### src/hw/lsu_pkg.sv
package lsu_pkg;

  // Datapath widths
  localparam int xlen   = 32;
  localparam int strb_w = xlen / 8;

  // Data memory depth in words, and the word index bits it decodes
  localparam int mem_words = 256;
  localparam int mem_aw    = $clog2(mem_words);

  typedef logic [xlen-1:0]   addr_t;
  typedef logic [xlen-1:0]   data_t;
  typedef logic [strb_w-1:0] strb_t;

  // Extra cycles the memory takes to finish a data phase
  typedef logic [1:0] wait_t;

  // Configuration register index
  typedef logic [1:0] cfg_addr_t;

  localparam cfg_addr_t cfg_wait_idx  = 2'd0;
  localparam cfg_addr_t cfg_limit_idx = 2'd1;

  // Operation handed over by the execute stage
  typedef enum logic [1:0] {
    no_lsu,
    lsu_load,
    lsu_store
  } lsu_op_e;

  // Access width, with the unsigned load variants
  typedef enum logic [2:0] {
    lsu_b,
    lsu_h,
    lsu_w,
    lsu_bu,
    lsu_hu
  } lsu_w_e;

  // Response codes on the core data bus
  typedef enum logic [1:0] {
    cb_okay,
    cb_slverr
  } cb_resp_e;

endpackage

### src/hw/mem_cfg_regs.sv
module mem_cfg_regs (
  input  logic               clk,
  input  logic               arst_n_i,
  input  logic               cfg_we_i,
  input  lsu_pkg::cfg_addr_t cfg_addr_i,
  input  lsu_pkg::data_t     cfg_wdata_i,
  output lsu_pkg::wait_t     wait_states_o,
  output lsu_pkg::addr_t     addr_limit_o
);

  localparam lsu_pkg::addr_t max_limit = lsu_pkg::addr_t'(lsu_pkg::mem_words);

  lsu_pkg::wait_t wait_q;
  lsu_pkg::addr_t limit_q;
  lsu_pkg::addr_t limit_nxt;

  // Limit never goes past the memory depth
  always_comb begin
    if (cfg_wdata_i > max_limit) begin
      limit_nxt = max_limit;
    end else begin
      limit_nxt = cfg_wdata_i;
    end
  end

  always_ff @(posedge clk or negedge arst_n_i) begin
    if (!arst_n_i) begin
      wait_q  <= '0;
      limit_q <= max_limit;
    end else if (cfg_we_i) begin
      case (cfg_addr_i)
        lsu_pkg::cfg_wait_idx:  wait_q  <= cfg_wdata_i[1:0];
        lsu_pkg::cfg_limit_idx: limit_q <= limit_nxt;
        // Other indices have no register
        default: ;
      endcase
    end
  end

  assign wait_states_o = wait_q;
  assign addr_limit_o  = limit_q;

endmodule

### config.mk
export PLATFORM = sky130hd
export DESIGN_NAME = mem_cfg_regs
export DESIGN_NICKNAME = d
export VERILOG_FILES = /design/src/hw/lsu_pkg.sv /design/src/hw/mem_cfg_regs.sv
export SDC_FILE = /design/constraint.sdc
export NUM_CORES = 1
export LEC_CHECK = 0
export BUFFER_PORTS_ARGS = -buffer_cell sky130_fd_sc_hd__buf_2
export CAP_MARGIN = 10
export CORE_ASPECT_RATIO = 1.25
export CORE_MARGIN = 5
export CORE_UTILIZATION = 39
export DETAILED_ROUTE_END_ITERATION = 10
export PLACE_DENSITY = 0.82
export SLEW_MARGIN = 20
export SYNTH_ARGS = -nofsm -noshare
export SYNTH_HDL_FRONTEND = slang
export SYNTH_SLANG_ARGS = --single-unit
### constraint.sdc
create_clock -name clk -period 0.8 [get_ports clk]
set_input_delay 0.12 -clock clk [delete_from_list [all_inputs] [get_ports clk]]
set_output_delay 0.12 -clock clk [all_outputs]
set_load 0.005 [all_outputs]
==> reports/qor.yml <==
outcome:
  status: "complete, but fails checks"
  violations: "setup timing"
power:
  peakVddDrop_v: 0.00139
  leakagePower_nw: 1.21
  power.net_switching_uw: 798
  p_clk_share_pct: 47.8
  power_switching_share_pct: 19.6
  combPwrFrac_pct: 9.2
  intPower_mw: 3.27
  power_density_mw_per_mm2: 1830
  power_mw: 4.07
  pwr-share-seq_pct: 43.0
layout:
  diodes: 0
  multi_input_area_sq_um: 493
  design_area_sq_mm: 0.00222
  final_nets: 229
  seq_area_sq_um: 852
  area_growth_pct: 74.5
  drive_gt1_share_pct: 65.3
  fillers: 204
flow_run:
  max-cap-violations: 0
setup_path:
  start_kind: "flop"
  worstPathRequired_ps: 680
  path_delay_family: "flip-flops"
  crit_path_cell_trace: "buf_2"
  crit_type: "flop to output port"
  end_kind: "output port"
  cpPeakStageDelay_ps: 540
  cp_max_fo: 2
  worst-path-buf-inv: 1
  critPathArrivalTime_ps: 930
  slowest_stage: "dfstp_2"
floorplanning:
  die_x_um: 61.1
  die_h_um: 73.9
  rows: 23
  die_area_sq_mm: 0.00451
  core-area_sq_mm: 0.00317
  initial_utilization_pct: 40.2
  ios: 71
drt:
  vias: 1138
  wl_per_cell_um: 18.3
  drt_pre_antenna_iters: 4
  ant_nets: 0
  drtIter0Drc: 63
  drt-total-wl_mm: 4.21
  drc: 0
  vias_per_cell: 4.95
grt:
  first_global_vias: 1209
  antenna_found_initial: 0
  grt_usage_pct: 17.8
  grt-ovfl-total: 0
  grt_pass1_wl_mm: 5.78
  grt_max_degree: 32
placement:
  dp.final_hpwl_mm: 2.63
  place_area_sq_mm: 0.00183
  gp_congestion: 0.885
  io_buffer_count: 70
clock_network:
  clock_latency_ps: 280
  cts_max_level: 2
  cts_root_buf: "clkbuf_8"
  numCtsBuffers: 5
  cts_buffer_depth: 2
  clkSinkCount: 34
  cts_tree: "done"
  clk_pin_slew_ps: 70
timing:
  period_share_pct: 131
  rsz0062_at_grt: "yes"
  setup_ws_ps: -245
  post-route-min-period_ps: 1050
  fin_skew_ps: 0
  report.final.slew_viol_count: 0
  clock.fmax_mhz: 957
  hold_viol: 0
  setup_viol: 45
  tightest_slew_ps: 301
  relSlewSlack_pct: 79.8
logic_synthesis:
  syn_area_per_cell_sq_um: 14.5
  yosysSeqAreaShare_pct: 67.0
  synth_seq_cells: 34
  syn_nets: 125
  syn_area_sq_mm: 0.00127
  syn-instance-count: 88
  yosys_warnings: 0
  ys_types: 17
worst_hold_path:
  holdCritPathClass: "input pin to flop"
[layout make-up]
cell class	count	share of cell area [%]
clock buffers	6	3.72
clock inverters	2	2.70
multi-input cells	51	22.2
flip-flops and latches	34	38.4
well taps	37	2.08
repair buffers	100	30.9
[metal layers]
| layer | track usage (%) | wire (um) |
|---|---|---|
| met1 | 19.2 | 1390 |
| met2 | 30.6 | 2210 |
| met3 | 4.75 | 387 |
| met4 | 9.64 | 227 |
| met5 | 0 | 0 |
[cell families after synthesis]
family                 count (synthesis)  synth area share [%]
buffers and inverters                  3                 0.885
AO/OA/AOI/OAI                          9                  7.08
AND/OR/NAND/NOR                       40                  23.3
flip-flops                            34                  67.0
multiplexers                           2                  1.77
[cells in the mapped netlist]
cell type	instances	share of area, %
dfrtp_1	33	65
nor4_2	5	4.9
and2_1	23	11
nand4_2	1	0.98
nor3b_1	1	0.59
nor4_1	2	0.98
a211oi_4	1	1.6
nand3b_1	1	0.59
clkbuf_1	3	0.88
nor2_1	2	0.59
dfstp_2	1	2.1
mux2_2	2	1.8
nand2_1	1	0.29
nor3_2	2	1.6
a22o_1	8	5.5
and3b_1	1	0.69
nand3_2	1	0.79
[timing repair]
action | CTS | global route
hold endpoints to repair | 34 | 0
pin swaps | 13 | 11
hold buffers | 1 | 0
endpoints found under the setup margin | 43 | 43
setup buffers | 10 | 6
resized for setup | 7 | 17
[final timing paths]
check / startpoint / end / slack, ps / depth (start not counted)
setup / recovery: addr_limit_o[8]$_DFFE_PN1P_ / addr_limit_o[8] / -250 / 1
hold / removal: cfg_wdata_i[3] / addr_limit_o[3]$_DFFE_PN0P_ / 100 / 2
setup reg to reg: addr_limit_o[8]$_DFFE_PN1P_ / addr_limit_o[8]$_DFFE_PN1P_ / -110 / 4
hold reg to reg: addr_limit_o[29]$_DFFE_PN0P_ / addr_limit_o[29]$_DFFE_PN0P_ / 480 / 1
max in group asynchronous: arst_n_i / addr_limit_o[31]$_DFFE_PN0P_ / 140 / 3
min in group asynchronous: arst_n_i / wait_states_o[1]$_DFFE_PN0P_ / 250 / 2
[metrics by stage]
stage                     setup TNS (ps)  hold slack [ps]  utilization [%]  instances  setup WS [ps]
after floorplan                    -1800             -176                -         88           -225
after global placement             -8610             20.0             57.7        205           -418
after detailed placement           -9550             23.6             57.7        205           -535
after CTS                          -5320             79.7             66.4        224           -250
after global routing               -7060              101             70.2        230           -269
final                              -5410             95.6             70.2        230           -245
[cell usage in the layout, fill, tap and decap left out, types with 2 or more instances in the layout]
| cell type | count |
|---|---|
| and2_4 | 2 |
| buf_2 | 59 |
| buf_12 | 2 |
| clkbuf_8 | 6 |
| mux2_2 | 2 |
| buf_4 | 24 |
| a22o_1 | 8 |
| dfrtp_1 | 33 |
| buf_6 | 13 |
| and2_1 | 21 |
| nor4_4 | 6 |
| nor2_1 | 2 |
| bufinv_16 | 2 |
[sequential cells by signal, indices dropped and copies added, names as in the netlist]
register	cells
addr_limit_o	32
wait_states_o	2
[power by group through the flow]
| stage | Clock [mW] | Sequential (mW) | Combinational (mW) |
|---|---|---|---|
| after floorplan | 0 | 1.78 | 0.0563 |
| after global placement | 0 | 1.78 | 0.298 |
| after detailed placement | 0 | 1.78 | 0.312 |
| after CTS | 1.98 | 1.75 | 0.338 |
| after global routing | 2.08 | 1.75 | 0.401 |
| final | 1.94 | 1.75 | 0.375 |
No activity file was read; power rests on OpenSTA's default activity.
