$ cat config.mk
export PLATFORM = sky130hd
export DESIGN_NAME = lsu_flat
export DESIGN_NICKNAME = d
export VERILOG_FILES = /design/src/hw/lsu_pkg.sv /design/src/hw/cb_if.sv /design/src/hw/lsu.sv /design/src/flat_wrapper.sv
export SDC_FILE = /design/constraint.sdc
export NUM_CORES = 1
export LEC_CHECK = 0
export ABC_CLOCK_PERIOD_IN_PS = 4600
export BUFFER_PORTS_ARGS = -buffer_cell sky130_fd_sc_hd__clkbuf_2
export CORE_AREA = 4 4 97 99
export CTS_CLUSTER_SIZE = 16
export DETAILED_ROUTE_END_ITERATION = 12
export DIE_AREA = 0 0 101 103
export GPL_ROUTABILITY_DRIVEN = 0
export PLACE_DENSITY = 0.87
export SKIP_LAST_GASP = 1
export SLEW_MARGIN = 15
export SYNTH_ARGS = -nofsm -noshare
export SYNTH_HDL_FRONTEND = slang
export SYNTH_SLANG_ARGS = --single-unit
$ cat constraint.sdc
create_clock -name clk -period 4.6 [get_ports clk]
set_input_delay 0 -clock clk [delete_from_list [all_inputs] [get_ports clk]]
set_output_delay 0 -clock clk [all_outputs]
set_load 0.01 [all_outputs]
$ cat src/hw/lsu_pkg.sv
package lsu_pkg;

  // Datapath widths
  localparam int xlen   = 32;
  localparam int strb_w = xlen / 8;

  // Data memory depth in words, and the word index bits it decodes
  localparam int mem_words = 256;
  localparam int mem_aw    = $clog2(mem_words);

  typedef logic [xlen-1:0]   addr_t;
  typedef logic [xlen-1:0]   data_t;
  typedef logic [strb_w-1:0] strb_t;

  // Extra cycles the memory takes to finish a data phase
  typedef logic [1:0] wait_t;

  // Configuration register index
  typedef logic [1:0] cfg_addr_t;

  localparam cfg_addr_t cfg_wait_idx  = 2'd0;
  localparam cfg_addr_t cfg_limit_idx = 2'd1;

  // Operation handed over by the execute stage
  typedef enum logic [1:0] {
    no_lsu,
    lsu_load,
    lsu_store
  } lsu_op_e;

  // Access width, with the unsigned load variants
  typedef enum logic [2:0] {
    lsu_b,
    lsu_h,
    lsu_w,
    lsu_bu,
    lsu_hu
  } lsu_w_e;

  // Response codes on the core data bus
  typedef enum logic [1:0] {
    cb_okay,
    cb_slverr
  } cb_resp_e;

endpackage

$ cat src/hw/cb_if.sv
interface cb_if;

  // Read address channel
  lsu_pkg::addr_t    rd_addr;
  logic              rd_addr_valid;
  logic              rd_addr_ready;

  // Read data channel
  lsu_pkg::data_t    rd_data;
  lsu_pkg::cb_resp_e rd_resp;
  logic              rd_valid;
  logic              rd_ready;

  // Write address channel
  lsu_pkg::addr_t    wr_addr;
  logic              wr_addr_valid;
  logic              wr_addr_ready;

  // Write data channel
  lsu_pkg::data_t    wr_data;
  lsu_pkg::strb_t    wr_strobe;
  logic              wr_data_valid;
  logic              wr_data_ready;

  // Write response channel
  lsu_pkg::cb_resp_e wr_resp;
  logic              wr_resp_valid;
  logic              wr_resp_ready;

  modport master (
    output rd_addr, rd_addr_valid,
    input  rd_addr_ready,
    input  rd_data, rd_resp, rd_valid,
    output rd_ready,
    output wr_addr, wr_addr_valid,
    input  wr_addr_ready,
    output wr_data, wr_strobe, wr_data_valid,
    input  wr_data_ready,
    input  wr_resp, wr_resp_valid,
    output wr_resp_ready
  );

  modport slave (
    input  rd_addr, rd_addr_valid,
    output rd_addr_ready,
    output rd_data, rd_resp, rd_valid,
    input  rd_ready,
    input  wr_addr, wr_addr_valid,
    output wr_addr_ready,
    input  wr_data, wr_strobe, wr_data_valid,
    output wr_data_ready,
    output wr_resp, wr_resp_valid,
    input  wr_resp_ready
  );

endinterface

$ cat src/hw/lsu.sv
module lsu (
  input  logic              clk,
  input  logic              arst_n_i,
  // Execute stage operation
  input  lsu_pkg::lsu_op_e  op_type_i,
  input  lsu_pkg::lsu_w_e   op_width_i,
  input  lsu_pkg::addr_t    op_addr_i,
  input  lsu_pkg::data_t    op_wdata_i,
  output logic              stall_o,
  // Write-back side
  output lsu_pkg::lsu_op_e  wb_op_o,
  output lsu_pkg::data_t    wb_rdata_o,
  output logic              txn_error_o,
  // Core data bus
  cb_if.master              cb
);

  // Operation in the data phase
  lsu_pkg::lsu_op_e op_q;
  lsu_pkg::lsu_w_e  width_q;
  logic [1:0]       off_q;
  lsu_pkg::data_t   wdata_q;

  logic new_txn;
  logic rd_txn;
  logic req;
  logic wr_dp;
  logic data_done;
  logic bp_addr;
  logic bp_data;
  logic rd_err;
  logic wr_err;

  // Lane mask for the access width, moved up to the byte offset
  function automatic lsu_pkg::strb_t lane_mask(lsu_pkg::lsu_w_e width, logic [1:0] off);
    lsu_pkg::strb_t mask;
    case (width)
      lsu_pkg::lsu_b, lsu_pkg::lsu_bu: mask = 4'b0001;
      lsu_pkg::lsu_h, lsu_pkg::lsu_hu: mask = 4'b0011;
      default:                         mask = 4'b1111;
    endcase
    return mask << off;
  endfunction

  // Bring the addressed bytes down to lane 0 and extend them
  function automatic lsu_pkg::data_t align_load(lsu_pkg::data_t word, lsu_pkg::lsu_w_e width,
                                                logic [1:0] off);
    lsu_pkg::data_t shifted;
    lsu_pkg::data_t res;
    shifted = word >> {off, 3'b000};
    case (width)
      lsu_pkg::lsu_b:  res = {{24{shifted[7]}}, shifted[7:0]};
      lsu_pkg::lsu_h:  res = {{16{shifted[15]}}, shifted[15:0]};
      lsu_pkg::lsu_bu: res = {24'h0, shifted[7:0]};
      lsu_pkg::lsu_hu: res = {16'h0, shifted[15:0]};
      default:         res = shifted;
    endcase
    return res;
  endfunction

  always_comb begin
    new_txn = (op_type_i != lsu_pkg::no_lsu);
    rd_txn  = (op_type_i == lsu_pkg::lsu_load);
    req     = (op_q != lsu_pkg::no_lsu);
    wr_dp   = (op_q == lsu_pkg::lsu_store);

    // Address phase, always word aligned
    cb.rd_addr       = {op_addr_i[lsu_pkg::xlen-1:2], 2'b00};
    cb.rd_addr_valid = rd_txn;
    cb.wr_addr       = {op_addr_i[lsu_pkg::xlen-1:2], 2'b00};
    cb.wr_addr_valid = (op_type_i == lsu_pkg::lsu_store);

    // Responses are always taken
    cb.rd_ready      = 1'b1;
    cb.wr_resp_ready = 1'b1;

    // Store data moved into its lanes, unused lanes cleared
    cb.wr_strobe     = wr_dp ? lane_mask(width_q, off_q) : '0;
    cb.wr_data       = wdata_q << {off_q, 3'b000};
    for (int i = 0; i < lsu_pkg::strb_w; i++) begin
      if (!cb.wr_strobe[i]) begin
        cb.wr_data[8*i +: 8] = 8'h00;
      end
    end
    cb.wr_data_valid = wr_dp;

    data_done = req && (wr_dp ? cb.wr_data_ready : cb.rd_valid);

    // Stall when either phase cannot move on
    bp_addr = new_txn && (rd_txn ? !cb.rd_addr_ready : !cb.wr_addr_ready);
    bp_data = req && !data_done;
    stall_o = bp_addr || bp_data;

    rd_err      = !wr_dp && cb.rd_valid && (cb.rd_resp != lsu_pkg::cb_okay);
    wr_err      = wr_dp && cb.wr_data_ready && cb.wr_resp_valid &&
                  (cb.wr_resp != lsu_pkg::cb_okay);
    txn_error_o = req && (rd_err || wr_err);

    wb_op_o    = op_q;
    wb_rdata_o = (op_q == lsu_pkg::lsu_load) ? align_load(cb.rd_data, width_q, off_q) : '0;
  end

  always_ff @(posedge clk or negedge arst_n_i) begin
    if (!arst_n_i) begin
      op_q <= lsu_pkg::no_lsu;
    end else if (!stall_o) begin
      op_q <= op_type_i;
    end else if (data_done) begin
      // Data phase finished but the next address waits
      op_q <= lsu_pkg::no_lsu;
    end
  end

  always_ff @(posedge clk) begin
    if (!stall_o) begin
      width_q <= op_width_i;
      off_q   <= op_addr_i[1:0];
      wdata_q <= op_wdata_i;
    end
  end

endmodule

$ cat src/flat_wrapper.sv
// flat-port wrapper written by rule: the top's interface ports become plain ports
module lsu_flat 
  (clk, arst_n_i, op_type_i, op_width_i, op_addr_i, op_wdata_i, stall_o, wb_op_o, wb_rdata_o, txn_error_o, cb_rd_addr, cb_rd_addr_valid, cb_rd_addr_ready, cb_rd_data, cb_rd_resp, cb_rd_valid, cb_rd_ready, cb_wr_addr, cb_wr_addr_valid, cb_wr_addr_ready, cb_wr_data, cb_wr_strobe, cb_wr_data_valid, cb_wr_data_ready, cb_wr_resp, cb_wr_resp_valid, cb_wr_resp_ready);
  cb_if cb_i ();
  input  logic clk;
  input  logic arst_n_i;
  input  lsu_pkg::lsu_op_e op_type_i;
  input  lsu_pkg::lsu_w_e op_width_i;
  input  lsu_pkg::addr_t op_addr_i;
  input  lsu_pkg::data_t op_wdata_i;
  output logic stall_o;
  output lsu_pkg::lsu_op_e wb_op_o;
  output lsu_pkg::data_t wb_rdata_o;
  output logic txn_error_o;
  output wire logic [$bits(cb_i.rd_addr)-1:0] cb_rd_addr;
  output wire logic [$bits(cb_i.rd_addr_valid)-1:0] cb_rd_addr_valid;
  input wire logic [$bits(cb_i.rd_addr_ready)-1:0] cb_rd_addr_ready;
  input wire logic [$bits(cb_i.rd_data)-1:0] cb_rd_data;
  input wire logic [$bits(cb_i.rd_resp)-1:0] cb_rd_resp;
  input wire logic [$bits(cb_i.rd_valid)-1:0] cb_rd_valid;
  output wire logic [$bits(cb_i.rd_ready)-1:0] cb_rd_ready;
  output wire logic [$bits(cb_i.wr_addr)-1:0] cb_wr_addr;
  output wire logic [$bits(cb_i.wr_addr_valid)-1:0] cb_wr_addr_valid;
  input wire logic [$bits(cb_i.wr_addr_ready)-1:0] cb_wr_addr_ready;
  output wire logic [$bits(cb_i.wr_data)-1:0] cb_wr_data;
  output wire logic [$bits(cb_i.wr_strobe)-1:0] cb_wr_strobe;
  output wire logic [$bits(cb_i.wr_data_valid)-1:0] cb_wr_data_valid;
  input wire logic [$bits(cb_i.wr_data_ready)-1:0] cb_wr_data_ready;
  input wire logic [$bits(cb_i.wr_resp)-1:0] cb_wr_resp;
  input wire logic [$bits(cb_i.wr_resp_valid)-1:0] cb_wr_resp_valid;
  output wire logic [$bits(cb_i.wr_resp_ready)-1:0] cb_wr_resp_ready;
  assign cb_rd_addr = cb_i.rd_addr;
  assign cb_rd_addr_valid = cb_i.rd_addr_valid;
  assign cb_i.rd_addr_ready = cb_rd_addr_ready;
  assign cb_i.rd_data = cb_rd_data;
  assign cb_i.rd_resp = cb_rd_resp;
  assign cb_i.rd_valid = cb_rd_valid;
  assign cb_rd_ready = cb_i.rd_ready;
  assign cb_wr_addr = cb_i.wr_addr;
  assign cb_wr_addr_valid = cb_i.wr_addr_valid;
  assign cb_i.wr_addr_ready = cb_wr_addr_ready;
  assign cb_wr_data = cb_i.wr_data;
  assign cb_wr_strobe = cb_i.wr_strobe;
  assign cb_wr_data_valid = cb_i.wr_data_valid;
  assign cb_i.wr_data_ready = cb_wr_data_ready;
  assign cb_i.wr_resp = cb_wr_resp;
  assign cb_i.wr_resp_valid = cb_wr_resp_valid;
  assign cb_wr_resp_ready = cb_i.wr_resp_ready;
  lsu u_core (.clk(clk), .arst_n_i(arst_n_i), .op_type_i(op_type_i), .op_width_i(op_width_i), .op_addr_i(op_addr_i), .op_wdata_i(op_wdata_i), .stall_o(stall_o), .wb_op_o(wb_op_o), .wb_rdata_o(wb_rdata_o), .txn_error_o(txn_error_o), .cb(cb_i));
endmodule
==> impl_results.md <==
* Switching Fraction at 35.58%
* Ant diodes at 0
* Cells after DPL at 541
* Reg-to-reg startpoint: u_core.wb_op_o[0]
* DRT iter0 DRCs at 99
* Max_cap viols at 0
* Cells on worst reg2reg path at 3
* DR WL/cell at 19.70 um
* Cells on Worst Hold Path at 0
* Yosys warnings at 0
* Period utilization at 56.84%
* Core Util, Final at 48.26%
* Worst Path Arrival at 2610 ps
* Maximum VDD drop at 0.2529 mV
* Sw Pwr at 392.9 uW
* Antenna-violating nets left at 0
* Largest net degree at the start of global routing at 78
* Cell area power density at 267.6 nW/um^2
* Clock slew at reported path FFs at 70 ps
* Synth top area share at 33.74%
* Reg2reg setup slack at 2340 ps
* Worst-Margin Slew at 914.9 ps
* First-pass GRT wire length at 16660 um
* Die ar. at 10400 sq um
* Initial Util at 38.51%
* Hold Vio Cnt, Final at 0
* Share of layout cells above drive strength 1 at 38.17%
* WS Path Type: register to output port
* Dpl ws at 2297 ps
* Logic pwr share at 37.9%
* Total CTS buffers at 5
* Site Rows at 34
* Non-Filler Instances at 590
* Post-synth top area cell: edfxtp_1
* DRC viols at 0
* Clock skew at 2.250 ps
* Setup violators final at 0
* Post-layout instance area at 4126 sq um
* Pleak at 0.001929 uW
* Drt first pass iters at 5
* Status: completed
* Syn_area_per_cell at 9.173 sq um
* Top cells by area, synth: edfxtp_1, buf_4, mux2i_1, a211oi_1, nor2b_1
* DP HPWL at 8569 um
* Worst EP required at 4600 ps
* Hold path startpoint: op_addr_i[3]
* Via density at 5.273
* Flops & latches, synth at 39
* Worst hold path class: input port to output port
* Core area at 8551 sq um
* Nets at 593
* Relative slew slack at 39.01%
* Post-Syn Area at 3293 sq um
* IO Count at 253
* Final Slew Violations at 0
* Power share of the sequential group at 41.7%
* Total internal power at 711.4 uW
* Port bufs at 156
* DR vias at 3111
* Reg area at 1161 sq um
* Crit. End Element: output port
* Routed WL at 11620 um
* Final worst slack at 1985 ps
* Root buffer cell: clkbuf_8
* Bufs on Longest Clock Path at 2
* GRT Total Usage at 20.87%
* Post-Place Cell Area at 3628 sq um
* H-Tree Depth at 2
* Multi-input gate area at 1501 sq um
* Die height at 103 um
* Vias in the first global route at 3142
* Sequential fraction of the synthesis area at 35.26%
* CP startpoint kind: register
* Clock sinks at 39
* CP max FO at 54
* Initial antenna violation count at 0
* Total gr overflow at 0
* Clock share of power at 20.4%
* Die width at 101 um
* CTS tree: built
* Setup Fix Bufs, Post-CTS at 0
* Max Fclk at 382.4 MHz
* Fin Setup TNS at 0 ps
* Synthesized instance count at 359
* Later-pin clock latency in the skew report at 290 ps
* RSZ-0062 raised after global routing: no
* Crit path time final at 2615 ps
* Cell variety after synth at 39
* Worst Setup SP: u_core.off_q[1]
* Area Growth Syn to Fin at 25.30%
* Fill count at 797
[cell usage after synthesis]
cell type	n
buf_4	67
edfxtp_1	37
a211oi_1	30
nor2_1	29
mux2i_1	24
a21oi_1	23
nor2b_1	19
o21ai_0	19
nand2_1	18
and2_1	15
buf_2	12
inv_1	9
mux2_2	9
and3_1	8
clkbuf_1	7
nand2b_1	3
o211ai_1	3
a21oi_2	2
buf_6	2
conb_1	2
dfrtp_1	2
nor4_1	2
a2111oi_2	1
a2111oi_4	1
a211o_2	1
a21o_1	1
a22o_1	1
a22oi_1	1
a2bb2oi_1	1
and2b_1	1
and3b_1	1
and4bb_2	1
clkinv_1	1
nand3_1	1
nor3_1	1
o211ai_4	1
o221ai_4	1
o311a_1	1
or3_1	1
[stage by stage]
stage                     power, uW  hold slack (ps)
final                          1104          0.02614
after global routing           1164          0.08657
after CTS                      1104           0.1061
after detailed placement      854.5           -210.2
after global placement        841.6           -213.5
after floorplan               765.8           -295.6
[routing by layer]
metal | vias to the layer above | GRT usage [%] | routed length (um)
li1 | 1450 | - | -
met1 | 1451 | 19.95 | 3718
met2 | 182 | 40.56 | 6371
met3 | 28 | 7.442 | 1206
met4 | 0 | 7.975 | 327
met5 | - | 0.4808 | 0
[state kept, by name, indices dropped and copies added, names as in the netlist]
signal / count
u_core.wdata_q: 32
u_core.width_q: 3
u_core.wb_op_o: 2
u_core.off_q: 2
[placed cells by master (no fill, tap or decap), types with 2 or more instances in the layout]
cell           instances
a211oi_1              30
a21oi_1               23
a21oi_2                2
and2_1                15
and3_1                 8
buf_4                  2
clkbuf_2             156
clkbuf_8               5
conb_1                 6
dfrtp_1                2
dlygate4sd3_1         41
edfxtp_1              37
inv_1                  9
mux2_2                 9
mux2i_1               24
nand2_1               18
nand2b_1               3
nor2_1                28
nor2b_1               19
nor4_1                 2
o211ai_1               3
o21ai_0               19
[worst max-delay path, stage by stage (launching register included)]
cell	delay, ps
edfxtp_1	420
buf_4	580
and2b_1	480
and2_1	270
o21ai_0	270
a21oi_1	120
clkbuf_2	160
[power groups by stage]
stage | combinational (uW) | clock [uW] | sequential, uW
global placement | 379 | 0 | 463
finish | 419 | 225 | 460
global route | 458 | 242 | 464
detailed placement | 388 | 0 | 466
floorplan | 304 | 0 | 462
CTS | 418 | 227 | 459
[path summary, 6_finish.rpt]
check | end
setup / recovery | wb_rdata_o[9]
hold / removal | cb_rd_addr[3]
setup reg to reg | u_core.wdata_q[3]
hold reg to reg | u_core.wb_op_o[0]
max in group asynchronous | u_core.wb_op_o[0]
min in group asynchronous | u_core.wb_op_o[1]
[what timing repair did]
| action | in CTS | in global routing |
|---|---|---|
| endpoints found under the setup margin | 0 | 0 |
| hold endpoints to repair | 41 | 0 |
| hold buffers | 41 | 0 |
| gates resized for setup | 0 | 0 |
[cell type report]
class	count	area share, %
Multi-Input combinational cell	226	36.39
Clock inverter	2	0.3032
Inverter	10	0.9096
Timing Repair Buffer	199	29.23
Sequential cell	39	28.14
Tap cell	108	3.275
Clock buffer	6	1.759
[logic make-up (layout without fill, tap and decap cells)]
| group | count (synthesis) | after routing | synth area share, % |
|---|---|---|---|
| multiplexers | 33 | 33 | 10.37 |
| flip-flops | 39 | 39 | 35.26 |
| other | 2 | 6 | 0.2280 |
| buffers and inverters | 98 | 217 | 19.72 |
| AND/OR/NAND/NOR | 100 | 100 | 15.65 |
| AO/OA/AOI/OAI | 87 | 87 | 18.77 |
No activity file was read; power rests on OpenSTA's default activity.
